`config.mk`:
```
export PLATFORM = sky130hd
export DESIGN_NAME = vgaPixelPipe_flat
export DESIGN_NICKNAME = d
export VERILOG_FILES = /design/src/design/vgaPkg.sv /design/src/design/vgaScanIf.sv /design/src/design/vgaPixelPipe.sv /design/src/flat_wrapper.sv
export SDC_FILE = /design/constraint.sdc
export NUM_CORES = 1
export LEC_CHECK = 0
export ABC_CLOCK_PERIOD_IN_PS = 4800
export BUFFER_PORTS_ARGS = -buffer_cell sky130_fd_sc_hd__buf_4
export CAP_MARGIN = 20
export CORE_ASPECT_RATIO = 0.7
export CORE_MARGIN = 2
export CORE_UTILIZATION = 30
export CTS_BUF_LIST = sky130_fd_sc_hd__clkbuf_8
export DETAILED_ROUTE_END_ITERATION = 16
export PLACE_DENSITY = 0.72
export SYNTH_ARGS = -nofsm -noshare
export SYNTH_HDL_FRONTEND = slang
export SYNTH_SLANG_ARGS = --single-unit
```
`constraint.sdc`:
```
create_clock -name CLK_50 -period 4.8 [get_ports CLK_50]
set_input_delay 0 -clock CLK_50 [delete_from_list [all_inputs] [get_ports CLK_50]]
set_output_delay 0 -clock CLK_50 [all_outputs]
set_load 0.05 [all_outputs]
```
`src/design/vgaPkg.sv`:
```
package vgaPkg;

    // ==========================================================
    // Data path types
    // ==========================================================

    // One framebuffer or core data word
    typedef logic [31:0] wordT;

    // Byte lanes of one word
    typedef logic [3:0] byteEnT;

    // Single colour channel
    typedef logic [3:0] colorT;

    // Horizontal or vertical scan position
    typedef logic [9:0] coordT;

    // ==========================================================
    // Standard 640x480 timing
    // ==========================================================

    // Horizontal, in pixel ticks
    localparam int DEF_H_ACTIVE = 640;
    localparam int DEF_H_FRONT = 16;
    localparam int DEF_H_SYNC = 96;
    localparam int DEF_H_BACK = 48;

    // Vertical, in lines
    localparam int DEF_V_ACTIVE = 480;
    localparam int DEF_V_FRONT = 10;
    localparam int DEF_V_SYNC = 2;
    localparam int DEF_V_BACK = 33;

    // Each memory row shown on four display lines
    localparam int DEF_LINE_SHIFT = 2;

endpackage

```
`src/design/vgaScanIf.sv`:
```
interface vgaScanIf;
    import vgaPkg::*;

    // Strobe, high on every second clock
    logic pixelTick;

    // Current scan position
    coordT counterX;
    coordT counterY;

    // Levels for the current position, registered by the pipe
    logic displayActive;
    logic hSyncNext;
    logic vSyncNext;

    // Sync generator side
    modport gen (
        output pixelTick,
        output counterX,
        output counterY,
        output displayActive,
        output hSyncNext,
        output vSyncNext
    );

    // Pixel pipeline side, read only
    modport pipe (
        input pixelTick,
        input counterX,
        input counterY,
        input displayActive,
        input hSyncNext,
        input vSyncNext
    );

endinterface

```
`src/design/vgaPixelPipe.sv`:
```
module vgaPixelPipe #(
    parameter int hActive = vgaPkg::DEF_H_ACTIVE,
    parameter int lineShift = vgaPkg::DEF_LINE_SHIFT,
    parameter int addrWidth = 12
) (
    input logic CLK_50,
    input logic reset,
    vgaScanIf.pipe scan,
    // Framebuffer scan port
    output logic [addrWidth-1:0] scanAddress,
    input vgaPkg::wordT scanData,
    // Display pins
    output vgaPkg::colorT RED,
    output vgaPkg::colorT GREEN,
    output vgaPkg::colorT BLUE,
    output logic hSync,
    output logic vSync,
    output logic inDisplayArea
);
    import vgaPkg::*;

    // Memory words in one row
    localparam int wordsPerLine = hActive / 32;

    coordT rowIdx;
    logic [31:0] wordIndex;
    logic [4:0] bitSelQ;
    logic activeQ;
    logic hSyncQ;
    logic vSyncQ;
    logic pixelBit;
    colorT pixelColor;

    // ==========================================================
    // Word address of the scan position
    // ==========================================================

    // Same memory row for 2^lineShift lines
    assign rowIdx = scan.counterY >> lineShift;
    assign wordIndex = 32'(rowIdx) * 32'(wordsPerLine) + 32'(scan.counterX >> 5);
    assign scanAddress = wordIndex[addrWidth-1:0];

    // ==========================================================
    // Alignment with the RAM read
    // ==========================================================

    // Bit position within the word
    always_ff @(posedge CLK_50) begin
        bitSelQ <= scan.counterX[4:0];
    end

    // Levels taken in the same cycle as the address
    always_ff @(posedge CLK_50) begin
        if (reset) begin
            activeQ <= 1'b0;
            hSyncQ <= 1'b1;
            vSyncQ <= 1'b1;
        end else begin
            activeQ <= scan.displayActive;
            hSyncQ <= scan.hSyncNext;
            vSyncQ <= scan.vSyncNext;
        end
    end

    // Black outside the visible area
    assign pixelBit = scanData[bitSelQ] & activeQ;
    assign pixelColor = {4{pixelBit}};

    // ==========================================================
    // Output registers, updated on the pixel tick
    // ==========================================================
    always_ff @(posedge CLK_50) begin
        if (reset) begin
            RED <= '0;
            GREEN <= '0;
            BLUE <= '0;
            hSync <= 1'b1;
            vSync <= 1'b1;
            inDisplayArea <= 1'b0;
        end else if (scan.pixelTick) begin
            // Monochrome, same bit on all channels
            RED <= pixelColor;
            GREEN <= pixelColor;
            BLUE <= pixelColor;
            hSync <= hSyncQ;
            vSync <= vSyncQ;
            inDisplayArea <= activeQ;
        end
    end

endmodule

```
`src/flat_wrapper.sv`:
```
// flat-port wrapper written by rule: the top's interface ports become plain ports
module vgaPixelPipe_flat import vgaPkg::*;
#(
    parameter int hActive = vgaPkg::DEF_H_ACTIVE,
    parameter int lineShift = vgaPkg::DEF_LINE_SHIFT,
    parameter int addrWidth = 12
)
  (CLK_50, reset, scanAddress, scanData, RED, GREEN, BLUE, hSync, vSync, inDisplayArea, scan_pixelTick, scan_counterX, scan_counterY, scan_displayActive, scan_hSyncNext, scan_vSyncNext);
  vgaScanIf scan_i ();
  input logic CLK_50;
  input logic reset;
  output logic [addrWidth-1:0] scanAddress;
  input vgaPkg::wordT scanData;
  output vgaPkg::colorT RED;
  output vgaPkg::colorT GREEN;
  output vgaPkg::colorT BLUE;
  output logic hSync;
  output logic vSync;
  output logic inDisplayArea;
  input wire logic [$bits(scan_i.pixelTick)-1:0] scan_pixelTick;
  input wire logic [$bits(scan_i.counterX)-1:0] scan_counterX;
  input wire logic [$bits(scan_i.counterY)-1:0] scan_counterY;
  input wire logic [$bits(scan_i.displayActive)-1:0] scan_displayActive;
  input wire logic [$bits(scan_i.hSyncNext)-1:0] scan_hSyncNext;
  input wire logic [$bits(scan_i.vSyncNext)-1:0] scan_vSyncNext;
  assign scan_i.pixelTick = scan_pixelTick;
  assign scan_i.counterX = scan_counterX;
  assign scan_i.counterY = scan_counterY;
  assign scan_i.displayActive = scan_displayActive;
  assign scan_i.hSyncNext = scan_hSyncNext;
  assign scan_i.vSyncNext = scan_vSyncNext;
  vgaPixelPipe #(.hActive(hActive), .lineShift(lineShift), .addrWidth(addrWidth)) u_core (.CLK_50(CLK_50), .reset(reset), .scan(scan_i), .scanAddress(scanAddress), .scanData(scanData), .RED(RED), .GREEN(GREEN), .BLUE(BLUE), .hSync(hSync), .vSync(vSync), .inDisplayArea(inDisplayArea));
endmodule
```
==> impl.org <==
** Outcome
- The flow ran to the end, and the final reports show no timing, DRC or antenna violations.

** Synth
- Number of distinct standard cells referenced by the synthesized netlist :: 33
- Post-synthesis sequential area ratio :: 0.195
- In the synthesized netlist, the number of instances is 121.
- Fraction of post-synthesis cell area in the top cell type by area :: 0.195
- The largest total area in the synthesized netlist belongs to dfxtp_1.
- Yosys printed 0 warnings.
- Summing every instance area after synthesis gives 1230 um^2.
- Synth top area cells :: dfxtp_1, mux4_1, ha_1
- Number of nets produced by synthesis :: 196
- Synth Area per Inst :: 10.2 um^2
- Number of flops mapped to enable cells by yosys :: 0
- Async set-or-reset flop fraction in the synthesized netlist :: 0
- After synthesis the netlist holds a flip-flop and latch count of 12.
- The most used flip-flop cell after synthesis is dfxtp_1.

** Detailed routing
- DRC viols :: 0
- Detailed-route wire length :: 3.13 mm
- Vias :: 1146
- 1st-iter DRT viols :: 30
- Before antenna repair, the detailed router went through 4 iterations.
- Dividing the detail-routed wire length by the instance count gives 12.6 um.
- Routed vias/inst :: 4.60
- Once detail routing completed, the nets flagged for antenna violations numbered 0.

** Layout
- Final net count :: 273
- Leaving out fill and tap cells, the most frequent cells in the layout are buf_4, ha_1, dfxtp_1, xnor2_1, dlygate4sd3_1.
- Most common library cell in the layout ignoring fill and taps :: buf_4
- Area added between synthesis and finish :: 55.4%
- Of the cells placed in the final design, the portion with a size suffix greater than 1 is 0.442.
- The number of antenna diodes in the final layout is 0.

** Worst hold path
- Worst Hold Path Cells :: 0
- In this run the worst hold path is classified as in2out.
- Min-delay src :: scan_counterX[6]

** Run
- The tool flagged a number of max-cap violations equal to 0.

** Critical path
- In this run the critical register-to-register path is launched from u_core.bitSelQ[0]$_DFF_P_.
- Kind of cell adding the most delay to the critical path :: adder cells
- STA puts the critical path data required time at 4.80 ns.
- Beginning of the critical path :: scan_counterY[3]
- Type of element launching the critical path :: input pin
- STA classifies the critical path endpoint as an output pin.
- CP cell instances :: buf_4, ha_1, ha_1, fa_1, a21o_1, a21oi_1, xnor2_1, nand4_1, xnor2_1, buf_4
- Max FO, Critical Path :: 3
- Startpoint-to-endpoint class of the critical path :: in2out
- The critical path crosses 10 cells after its start point.
- The critical path contains buffers and inverters numbering 2 combined.
- Highest-delay cell along the critical path :: fa_1
- Worst reg-to-reg path cell count :: 4
- Largest stage delay on the critical path :: 0.44 ns
- STA puts the critical path data arrival time at 2.21 ns.

** Timing
- The final count of hold timing violations is 0.
- For the pin with the worst max-slew slack, the measured transition is 0.422 ns.
- Unrepaired setup endpoints after global routing :: false
- In this run the tightest slew margin relative to its limit is 0.718.
- Final critical-path required period :: 2.21 ns
- The clock arrives with 0.000889 ns of skew.
- Setup Viol. Count Final :: 0
- For the final routed database, the setup TNS stands at 0 ns.
- Timing would allow up to 0.452 GHz.
- Of the available clock period, the critical path in the final layout requires 0.461.
- Min setup slack post-route :: 2.59 ns
- The max-slew violation count came to 0.

** Power
- Net switching power :: 0.000203 W
- Internal power consumption :: 0.000295 W
- Total leakage power :: 0.942 nW
- Of the total power, the share spent switching nets is 0.407.
- The share of total power dissipated in the clock network is 0.218.
- Of the total power, combinational logic draws 0.559.
- Seq pwr share :: 0.223
- Pwr/cell area :: 260 nW/um^2
- Peak supply drop :: 0.186 mV

** Global routing
- Maximum number of pins on one net before global-route repair :: 14
- Total gr overflow :: 0
- For this run, the total global-route usage over all layers was measured as 0.135.
- The number of antenna violations at the first check in global routing came to 0.
- The via count of the first global-routing pass came to 1155.
- The first global-routing pass estimated 4.95 mm of wire.

** Clocking
- CTS built an H-tree with a depth of 1.
- The tree is rooted in a clkbuf_8.
- CTS tree :: built
- At the later pin of the worst-skew pair, clock insertion delay measures 0.24 ns.
- In this run, post-CTS repair resized a total of 0 instances.
- Number of clock sinks seen by CTS :: 12
- CTS max path bufs :: 2
- Counting the buffers created by CTS gives 3.
- After clock tree synthesis, the setup repair step added 0 buffers.

** Place
- The HPWL after detailed placement is 2.60 mm.
- Global placer's final weighted congestion :: 0.789
- Setup slack after placement :: 2.60 ns
- Port buffering added 78 buffers.

** Floorplanning
- The floorplan step set the die height to 57.6 um.
- Overall die width :: 80.6 um
- Die Footprint :: 4640 um^2
- Std-Cell Rows :: 19
- The initial utilization of the core area, before any placement, comes to 0.314.
- Number of placed I/O pins :: 85
- Core box area :: 3920 um^2
## cell type report
cell class / instances / area [um^2]
multi-input cells: 86 / 850
fillers: 381 / 2010
repair buffers: 87 / 676
clock buffers: 4 / 55.1
inverters: 8 / 30.0
well taps: 52 / 65.1
flip-flops and latches: 12 / 240
## metrics by stage
step	power (W)	utilization	instances	hold WS, ns	area, um^2
2_1_floorplan	0.000304	-	121	0.0277	1230
3_3_place_gp	0.000382	0.451	236	0.000341	1770
3_5_place_dp	0.000386	0.451	236	0.000341	1770
4_1_cts	0.000500	0.488	249	0.000341	1920
5_1_grt	0.000525	0.488	249	0.000116	1920
6_report	0.000498	0.488	249	0.0000185	1920
## what timing repair did
item,in CTS,in global routing
hold buffers,9,0
hold endpoints to repair,10,0
endpoints found under the setup margin,0,0
## synthesized netlist by cell type, types with 3 or more instances
cell       n
ha_1      15
buf_4     13
dfxtp_1   12
xnor2_1   10
inv_1      8
mux4_1     8
a21oi_1    6
nand2_1    6
nor2b_1    4
o21ai_0    4
a21o_1     3
a31oi_1    3
nand2b_1   3
## cell families after synthesis
| family | share of synthesized area |
|---|---|
| buffers and inverters | 0.116 |
| multiplexers | 0.188 |
| XOR/XNOR | 0.0782 |
| AO/OA/AOI/OAI | 0.134 |
| flip-flops | 0.195 |
| adder cells (fa/ha/maj) | 0.185 |
| AND/OR/NAND/NOR | 0.105 |
## per-layer routing
metal | up-vias | track usage | part of all wire
met5 | - | 0 | 0
met4 | 0 | 0.0266 | 0.0073
met3 | 2 | 0.0312 | 0.064
met2 | 48 | 0.230 | 0.47
met1 | 507 | 0.178 | 0.46
li1 | 589 | - | -
## state kept, by name, indices dropped and copies added, names as in the netlist
| register | cells |
|---|---|
| u_core.bitSelQ | 5 |
| u_core.BLUE | 1 |
| u_core.activeQ | 1 |
| u_core.hSync | 1 |
| u_core.hSyncQ | 1 |
| u_core.inDisplayArea | 1 |
| u_core.vSync | 1 |
| u_core.vSyncQ | 1 |
## power by group through the flow
stage	clock network, W	logic (W)	registers, W
after CTS	0.000110	0.000279	0.000111
after floorplan	0	0.000189	0.000116
after detailed placement	0	0.000273	0.000113
after global routing	0.000116	0.000297	0.000112
final	0.000109	0.000279	0.000111
after global placement	0	0.000270	0.000113
## final timing paths
kind	to	slack, ns
max	scanAddress[11]	2.59
min	scanAddress[1]	0.00002
max reg2reg	u_core.BLUE[0]$_SDFFE_PP0P_	2.91
min reg2reg	u_core.hSync$_SDFFE_PP1P_	0.44
## worst register-to-register path, cell delays in order, from the launching register on
cell and delay [ns]:
dfxtp_1 0.57, mux4_1 0.60, mux2_2 0.28, o31ai_1 0.20
a221oi_1 0.12
(Power assumes the default switching activity.)
