<file path="src/design/vgaPkg.sv">
package vgaPkg;

    // ==========================================================
    // Data path types
    // ==========================================================

    // One framebuffer or core data word
    typedef logic [31:0] wordT;

    // Byte lanes of one word
    typedef logic [3:0] byteEnT;

    // Single colour channel
    typedef logic [3:0] colorT;

    // Horizontal or vertical scan position
    typedef logic [9:0] coordT;

    // ==========================================================
    // Standard 640x480 timing
    // ==========================================================

    // Horizontal, in pixel ticks
    localparam int DEF_H_ACTIVE = 640;
    localparam int DEF_H_FRONT = 16;
    localparam int DEF_H_SYNC = 96;
    localparam int DEF_H_BACK = 48;

    // Vertical, in lines
    localparam int DEF_V_ACTIVE = 480;
    localparam int DEF_V_FRONT = 10;
    localparam int DEF_V_SYNC = 2;
    localparam int DEF_V_BACK = 33;

    // Each memory row shown on four display lines
    localparam int DEF_LINE_SHIFT = 2;

endpackage

</file>
<file path="src/design/vgaScanIf.sv">
interface vgaScanIf;
    import vgaPkg::*;

    // Strobe, high on every second clock
    logic pixelTick;

    // Current scan position
    coordT counterX;
    coordT counterY;

    // Levels for the current position, registered by the pipe
    logic displayActive;
    logic hSyncNext;
    logic vSyncNext;

    // Sync generator side
    modport gen (
        output pixelTick,
        output counterX,
        output counterY,
        output displayActive,
        output hSyncNext,
        output vSyncNext
    );

    // Pixel pipeline side, read only
    modport pipe (
        input pixelTick,
        input counterX,
        input counterY,
        input displayActive,
        input hSyncNext,
        input vSyncNext
    );

endinterface

</file>
<file path="src/design/vgaSyncGen.sv">
module vgaSyncGen #(
    parameter int hActive = vgaPkg::DEF_H_ACTIVE,
    parameter int hFront = vgaPkg::DEF_H_FRONT,
    parameter int hSyncWidth = vgaPkg::DEF_H_SYNC,
    parameter int hBack = vgaPkg::DEF_H_BACK,
    parameter int vActive = vgaPkg::DEF_V_ACTIVE,
    parameter int vFront = vgaPkg::DEF_V_FRONT,
    parameter int vSyncWidth = vgaPkg::DEF_V_SYNC,
    parameter int vBack = vgaPkg::DEF_V_BACK
) (
    input logic CLK_50,
    input logic reset,
    vgaScanIf.gen scan
);
    import vgaPkg::*;

    // Frame boundaries in counter units
    localparam int hTotal = hActive + hFront + hSyncWidth + hBack;
    localparam int vTotal = vActive + vFront + vSyncWidth + vBack;
    localparam coordT hLast = coordT'(hTotal - 1);
    localparam coordT vLast = coordT'(vTotal - 1);

    // Sync pulse windows, start inclusive and end exclusive
    localparam coordT hSyncStart = coordT'(hActive + hFront);
    localparam coordT hSyncEnd = coordT'(hActive + hFront + hSyncWidth);
    localparam coordT vSyncStart = coordT'(vActive + vFront);
    localparam coordT vSyncEnd = coordT'(vActive + vFront + vSyncWidth);

    logic tickQ;
    coordT counterX;
    coordT counterY;

    // ==========================================================
    // Pixel tick, half of CLK_50
    // ==========================================================
    always_ff @(posedge CLK_50) begin
        if (reset) begin
            tickQ <= 1'b0;
        end else begin
            tickQ <= ~tickQ;
        end
    end

    // ==========================================================
    // Scan counters
    // ==========================================================
    always_ff @(posedge CLK_50) begin
        if (reset) begin
            counterX <= '0;
            counterY <= '0;
        end else if (tickQ) begin
            if (counterX == hLast) begin
                counterX <= '0;
                // Next line, wrap at end of frame
                if (counterY == vLast) begin
                    counterY <= '0;
                end else begin
                    counterY <= counterY + 1'b1;
                end
            end else begin
                counterX <= counterX + 1'b1;
            end
        end
    end

    assign scan.pixelTick = tickQ;
    assign scan.counterX = counterX;
    assign scan.counterY = counterY;

    // Levels one tick ahead of the pins
    assign scan.displayActive = (counterX < coordT'(hActive)) && (counterY < coordT'(vActive));

    // Active low pulses
    assign scan.hSyncNext = !((counterX >= hSyncStart) && (counterX < hSyncEnd));
    assign scan.vSyncNext = !((counterY >= vSyncStart) && (counterY < vSyncEnd));

endmodule

</file>
<file path="src/flat_wrapper.sv">
// flat-port wrapper written by rule: the top's interface ports become plain ports
module vgaSyncGen_flat import vgaPkg::*;
#(
    parameter int hActive = vgaPkg::DEF_H_ACTIVE,
    parameter int hFront = vgaPkg::DEF_H_FRONT,
    parameter int hSyncWidth = vgaPkg::DEF_H_SYNC,
    parameter int hBack = vgaPkg::DEF_H_BACK,
    parameter int vActive = vgaPkg::DEF_V_ACTIVE,
    parameter int vFront = vgaPkg::DEF_V_FRONT,
    parameter int vSyncWidth = vgaPkg::DEF_V_SYNC,
    parameter int vBack = vgaPkg::DEF_V_BACK
)
  (CLK_50, reset, scan_pixelTick, scan_counterX, scan_counterY, scan_displayActive, scan_hSyncNext, scan_vSyncNext);
  vgaScanIf scan_i ();
  input logic CLK_50;
  input logic reset;
  output wire logic [$bits(scan_i.pixelTick)-1:0] scan_pixelTick;
  output wire logic [$bits(scan_i.counterX)-1:0] scan_counterX;
  output wire logic [$bits(scan_i.counterY)-1:0] scan_counterY;
  output wire logic [$bits(scan_i.displayActive)-1:0] scan_displayActive;
  output wire logic [$bits(scan_i.hSyncNext)-1:0] scan_hSyncNext;
  output wire logic [$bits(scan_i.vSyncNext)-1:0] scan_vSyncNext;
  assign scan_pixelTick = scan_i.pixelTick;
  assign scan_counterX = scan_i.counterX;
  assign scan_counterY = scan_i.counterY;
  assign scan_displayActive = scan_i.displayActive;
  assign scan_hSyncNext = scan_i.hSyncNext;
  assign scan_vSyncNext = scan_i.vSyncNext;
  vgaSyncGen #(.hActive(hActive), .hFront(hFront), .hSyncWidth(hSyncWidth), .hBack(hBack), .vActive(vActive), .vFront(vFront), .vSyncWidth(vSyncWidth), .vBack(vBack)) u_core (.CLK_50(CLK_50), .reset(reset), .scan(scan_i));
endmodule
</file>
<file path="config.mk">
export PLATFORM = sky130hd
export DESIGN_NAME = vgaSyncGen_flat
export DESIGN_NICKNAME = d
export VERILOG_FILES = /design/src/design/vgaPkg.sv /design/src/design/vgaScanIf.sv /design/src/design/vgaSyncGen.sv /design/src/flat_wrapper.sv
export SDC_FILE = /design/constraint.sdc
export NUM_CORES = 1
export LEC_CHECK = 0
export BUFFER_PORTS_ARGS = -buffer_cell sky130_fd_sc_hd__buf_2
export CORE_MARGIN = 2
export CORE_UTILIZATION = 40
export CTS_BUF_LIST = sky130_fd_sc_hd__clkbuf_8 sky130_fd_sc_hd__clkbuf_16
export DETAILED_ROUTE_END_ITERATION = 10
export PLACE_DENSITY = 0.7
export RECOVER_POWER = 100
export SLEW_MARGIN = 30
export SYNTH_ARGS = -nofsm -noshare
export SYNTH_HDL_FRONTEND = slang
export SYNTH_SLANG_ARGS = --single-unit
</file>
<file path="constraint.sdc">
create_clock -name CLK_50 -period 2.5 [get_ports CLK_50]
set_input_delay 0.375 -clock CLK_50 [delete_from_list [all_inputs] [get_ports CLK_50]]
set_output_delay 0.375 -clock CLK_50 [all_outputs]
set_load 0.02 [all_outputs]
</file>
==> flow_metrics.tcl <==
set metrics [dict create \
    ys.flop_type "dfxtp_1" \
    syn_inst 131 \
    relSlewSlack_pct 59.9 \
    synth_edf_count 0 \
    power.leakage_nw 0.426 \
    clkPwrFrac_pct 35.7 \
    min_path_type "primary input to flip-flop" \
    port_buffers 25 \
    tightest_slew_ns 0.595 \
    clockBufferDepth 2 \
    power_density_nw_per_um2 484 \
    crit_path_top_delay_cell "or4b_1" \
    mostFrequentLayoutCells "24 x clkbuf_1, 21 x dfxtp_1, 14 x nor2_1, 13 x nand3_1, 9 x nand2_1" \
    ys_warn_count 0 \
    rsz0062_at_grt "no" \
    fin_tns_setup_ns 0 \
    cp.required_ns 2.70 \
    start_kind "flip-flop" \
    crit_buf_inv 0 \
    post_cts_resized 0 \
    yosysTopAreaCellShare_pct 37.2 \
    htree_levels 1 \
    crit_family "simple AND/OR/NAND/NOR gates" \
    dieArea_um2 3270 \
    hold_viol_final 0 \
    hold-path-cell-count 2 \
    clkLatencyLatePin_ns 0.26 \
    regToRegEndpoint "u_core.scan.counterY[4]$_SDFFE_PP0P_" \
    synth_cell_type_count 38 \
    grt_overflow 0 \
    dp_cells 182 \
    gp_congestion 0.736 \
    num_rows 19 \
    worstPathCellList "ha_1, nand4_1, or3_4, or4b_1, a21oi_1" \
    wl_per_cell_um 13.5 \
    grt_pass1_wl_mm 4.25 \
    cp_max_fo 11 \
    postCtsHoldBufs 0 \
    grt_max_degree 13 \
    max_freq_ghz 0.482 \
    post_cts_buffers 0 \
    syn_nets 137 \
    drt_wl_total_mm 2.50 \
    critical_path_arrival_ns 2.27 \
    die_w_um 57.2 \
    clkTransAtPathRegs_ns 0.08 \
    fin_nets 162 \
    layout_commonest_cell "clkbuf_1" \
    ir_drop_mv 0.278 \
    grtUsageTotal_pct 16.7 \
    fin_crit_sh_pct 83.0 \
    stdcell_area_um2 1270 \
    final_cells 186 \
    first_iter_violations 13 \
    finalCriticalPeriod_ns 2.08 \
    syn-cell-area_um2 1130 \
    p_int_w 0.000466 \
    hold_end "u_core.scan.pixelTick$_SDFF_PP0_" \
    outcome "finished clean" \
    pin_count 26 \
    setup_viol 0 \
    initial_core_util_pct 41.7 \
    n_fill_cell 302 \
    r2r_cells 5 \
    worstSetupPathType "flip-flop to flip-flop" \
    grt_pass1_vias 926 \
    drt_first_pass_iters 4 \
    p_seq_share_pct 57.6 \
    r2r-start "u_core.scan.counterX[0]$_SDFFE_PP0P_" \
    syn2layout_area_growth_pct 12.1 \
    cts_buffers 3 \
    netlist_top_cells_area "dfxtp_1 37%, nand3_1 5.8%, nor2_1 4.6%, ha_1 4.4%, xnor2_1 3.9%" \
    drc 0 \
    vias 1023 \
    combPwrFrac_pct 6.7 \
    max_stage_delay_ns 0.52 \
    drive_above_1_share_pct 6.45 \
    cts_tree "done" \
    dp_hpwl_mm 1.79 \
    reg2reg_slack_ns 0.42 \
    end_kind "flip-flop" \
    num_antenna_cells 0 \
    synth_top_cell_by_area "dfxtp_1" \
    cts_root_buf "clkbuf_8" \
    antenna_found_initial 0 \
    ant_nets 0 \
    netSwitchingFraction_pct 24.1 \
    dpl_cell_area_um2 1270 \
    ys_ff_latch 21 \
    viasPerCell 5.50 \
    slew_violations 0 \
    finalClockSkew_ns 0.00283 \
    p_sw_w 0.000148 \
    cts_sinks 21 \
    ys_seq_area_share_pct 37.2 \
    maxCapViolCount 0 \
    synth.avg_cell_area_um2 8.63 \
    postSynth.asyncResetShare_pct 0 \
    core_um2 2710 \
    die-height_um 57.2 \
    worstHoldStart "reset" \
]
## worst register-to-register path: stages, from the launching register on
cell and delay (ns):
dfxtp_1 0.41, ha_1 0.22, nand4_1 0.26, or3_4 0.47, or4b_1 0.52, a21oi_1 0.14
## how the worst max path moves through the flow
stage | from | endpoint | slack, ns | depth (start not counted)
floorplan | u_core.scan.counterX[0]$_SDFFE_PP0P_ | u_core.scan.counterY[4]$_SDFFE_PP0P_ | 0.56 | 5
global placement | u_core.scan.counterX[0]$_SDFFE_PP0P_ | u_core.scan.counterY[4]$_SDFFE_PP0P_ | 0.61 | 5
detailed placement | u_core.scan.counterX[0]$_SDFFE_PP0P_ | u_core.scan.counterY[4]$_SDFFE_PP0P_ | 0.56 | 5
CTS | u_core.scan.counterX[0]$_SDFFE_PP0P_ | u_core.scan.counterY[4]$_SDFFE_PP0P_ | 0.53 | 5
global route | u_core.scan.counterX[0]$_SDFFE_PP0P_ | u_core.scan.counterY[4]$_SDFFE_PP0P_ | 0.29 | 5
finish | u_core.scan.counterX[0]$_SDFFE_PP0P_ | u_core.scan.counterY[4]$_SDFFE_PP0P_ | 0.42 | 5
## Yosys cell counts (2+ instances only)
| master | instances |
|---|---|
| dfxtp_1 | 21 |
| nor2_1 | 14 |
| nand3_1 | 13 |
| nand2_1 | 9 |
| a21oi_1 | 7 |
| inv_1 | 5 |
| nor3_1 | 5 |
| xnor2_1 | 5 |
| xor2_1 | 5 |
| ha_1 | 4 |
| o21ai_0 | 4 |
| and3_1 | 3 |
| and4_1 | 3 |
| clkbuf_1 | 3 |
| or3_1 | 3 |
| and2_1 | 2 |
| buf_2 | 2 |
| nand2b_1 | 2 |
| nand4b_1 | 2 |
## routing by layer
| metal | routed length, um | global-route usage (%) |
|---|---|---|
| met1 | 1150 | 20.8 |
| met2 | 1180 | 27.8 |
| met3 | 127 | 2.95 |
| met4 | 40 | 8.31 |
| met5 | 0 | 0 |
## area by class of cell
cell class	count	area [um^2]	share of cell area, %
clock inverters	1	3.75	0.296
multi-input cells	99	644	50.8
clock buffers	3	41.3	3.26
inverters	5	18.8	1.48
well taps	31	38.8	3.06
flip-flops and latches	21	420	33.2
repair buffers	26	100	7.90
## logic make-up (layout without fill, tap and decap cells)
| logic type | Yosys count | after routing | synth area share, % |
|---|---|---|---|
| buf+inv | 11 | 35 | 4.54 |
| flops | 21 | 21 | 37.2 |
| mux | 1 | 1 | 0.885 |
| simple gates | 69 | 69 | 37.7 |
| compound gates | 15 | 15 | 7.52 |
| fa+ha+maj | 4 | 4 | 4.42 |
| xor+xnor | 10 | 10 | 7.74 |
## per-stage QoR
| stage | worst slack, ns | utilization [%] | hold slack [ns] | power (W) |
|---|---|---|---|---|
| floorplan | 0.559 | - | 0.553 | 0.000393 |
| global placement | 0.614 | 46.9 | 0.491 | 0.000405 |
| detailed placement | 0.557 | 46.9 | 0.508 | 0.000406 |
| CTS | 0.528 | 48.5 | 0.420 | 0.000625 |
| global route | 0.290 | 46.8 | 0.429 | 0.000648 |
| finish | 0.424 | 46.8 | 0.429 | 0.000614 |
## power groups by stage
stage               clock network, W  logic (W)  registers (W)
finish                      0.000219  0.0000409       0.000354
global route                0.000246  0.0000452       0.000356
CTS                         0.000226  0.0000446       0.000354
detailed placement                 0  0.0000444       0.000362
global placement                   0  0.0000442       0.000361
floorplan                          0  0.0000291       0.000363
## registers in the layout, summed over array words and instances (netlist names)
signal	count
u_core.scan.counterX	10
u_core.scan.counterY	10
u_core.scan.pixelTick	1
Note: power is estimated with default switching activity, not from simulation.
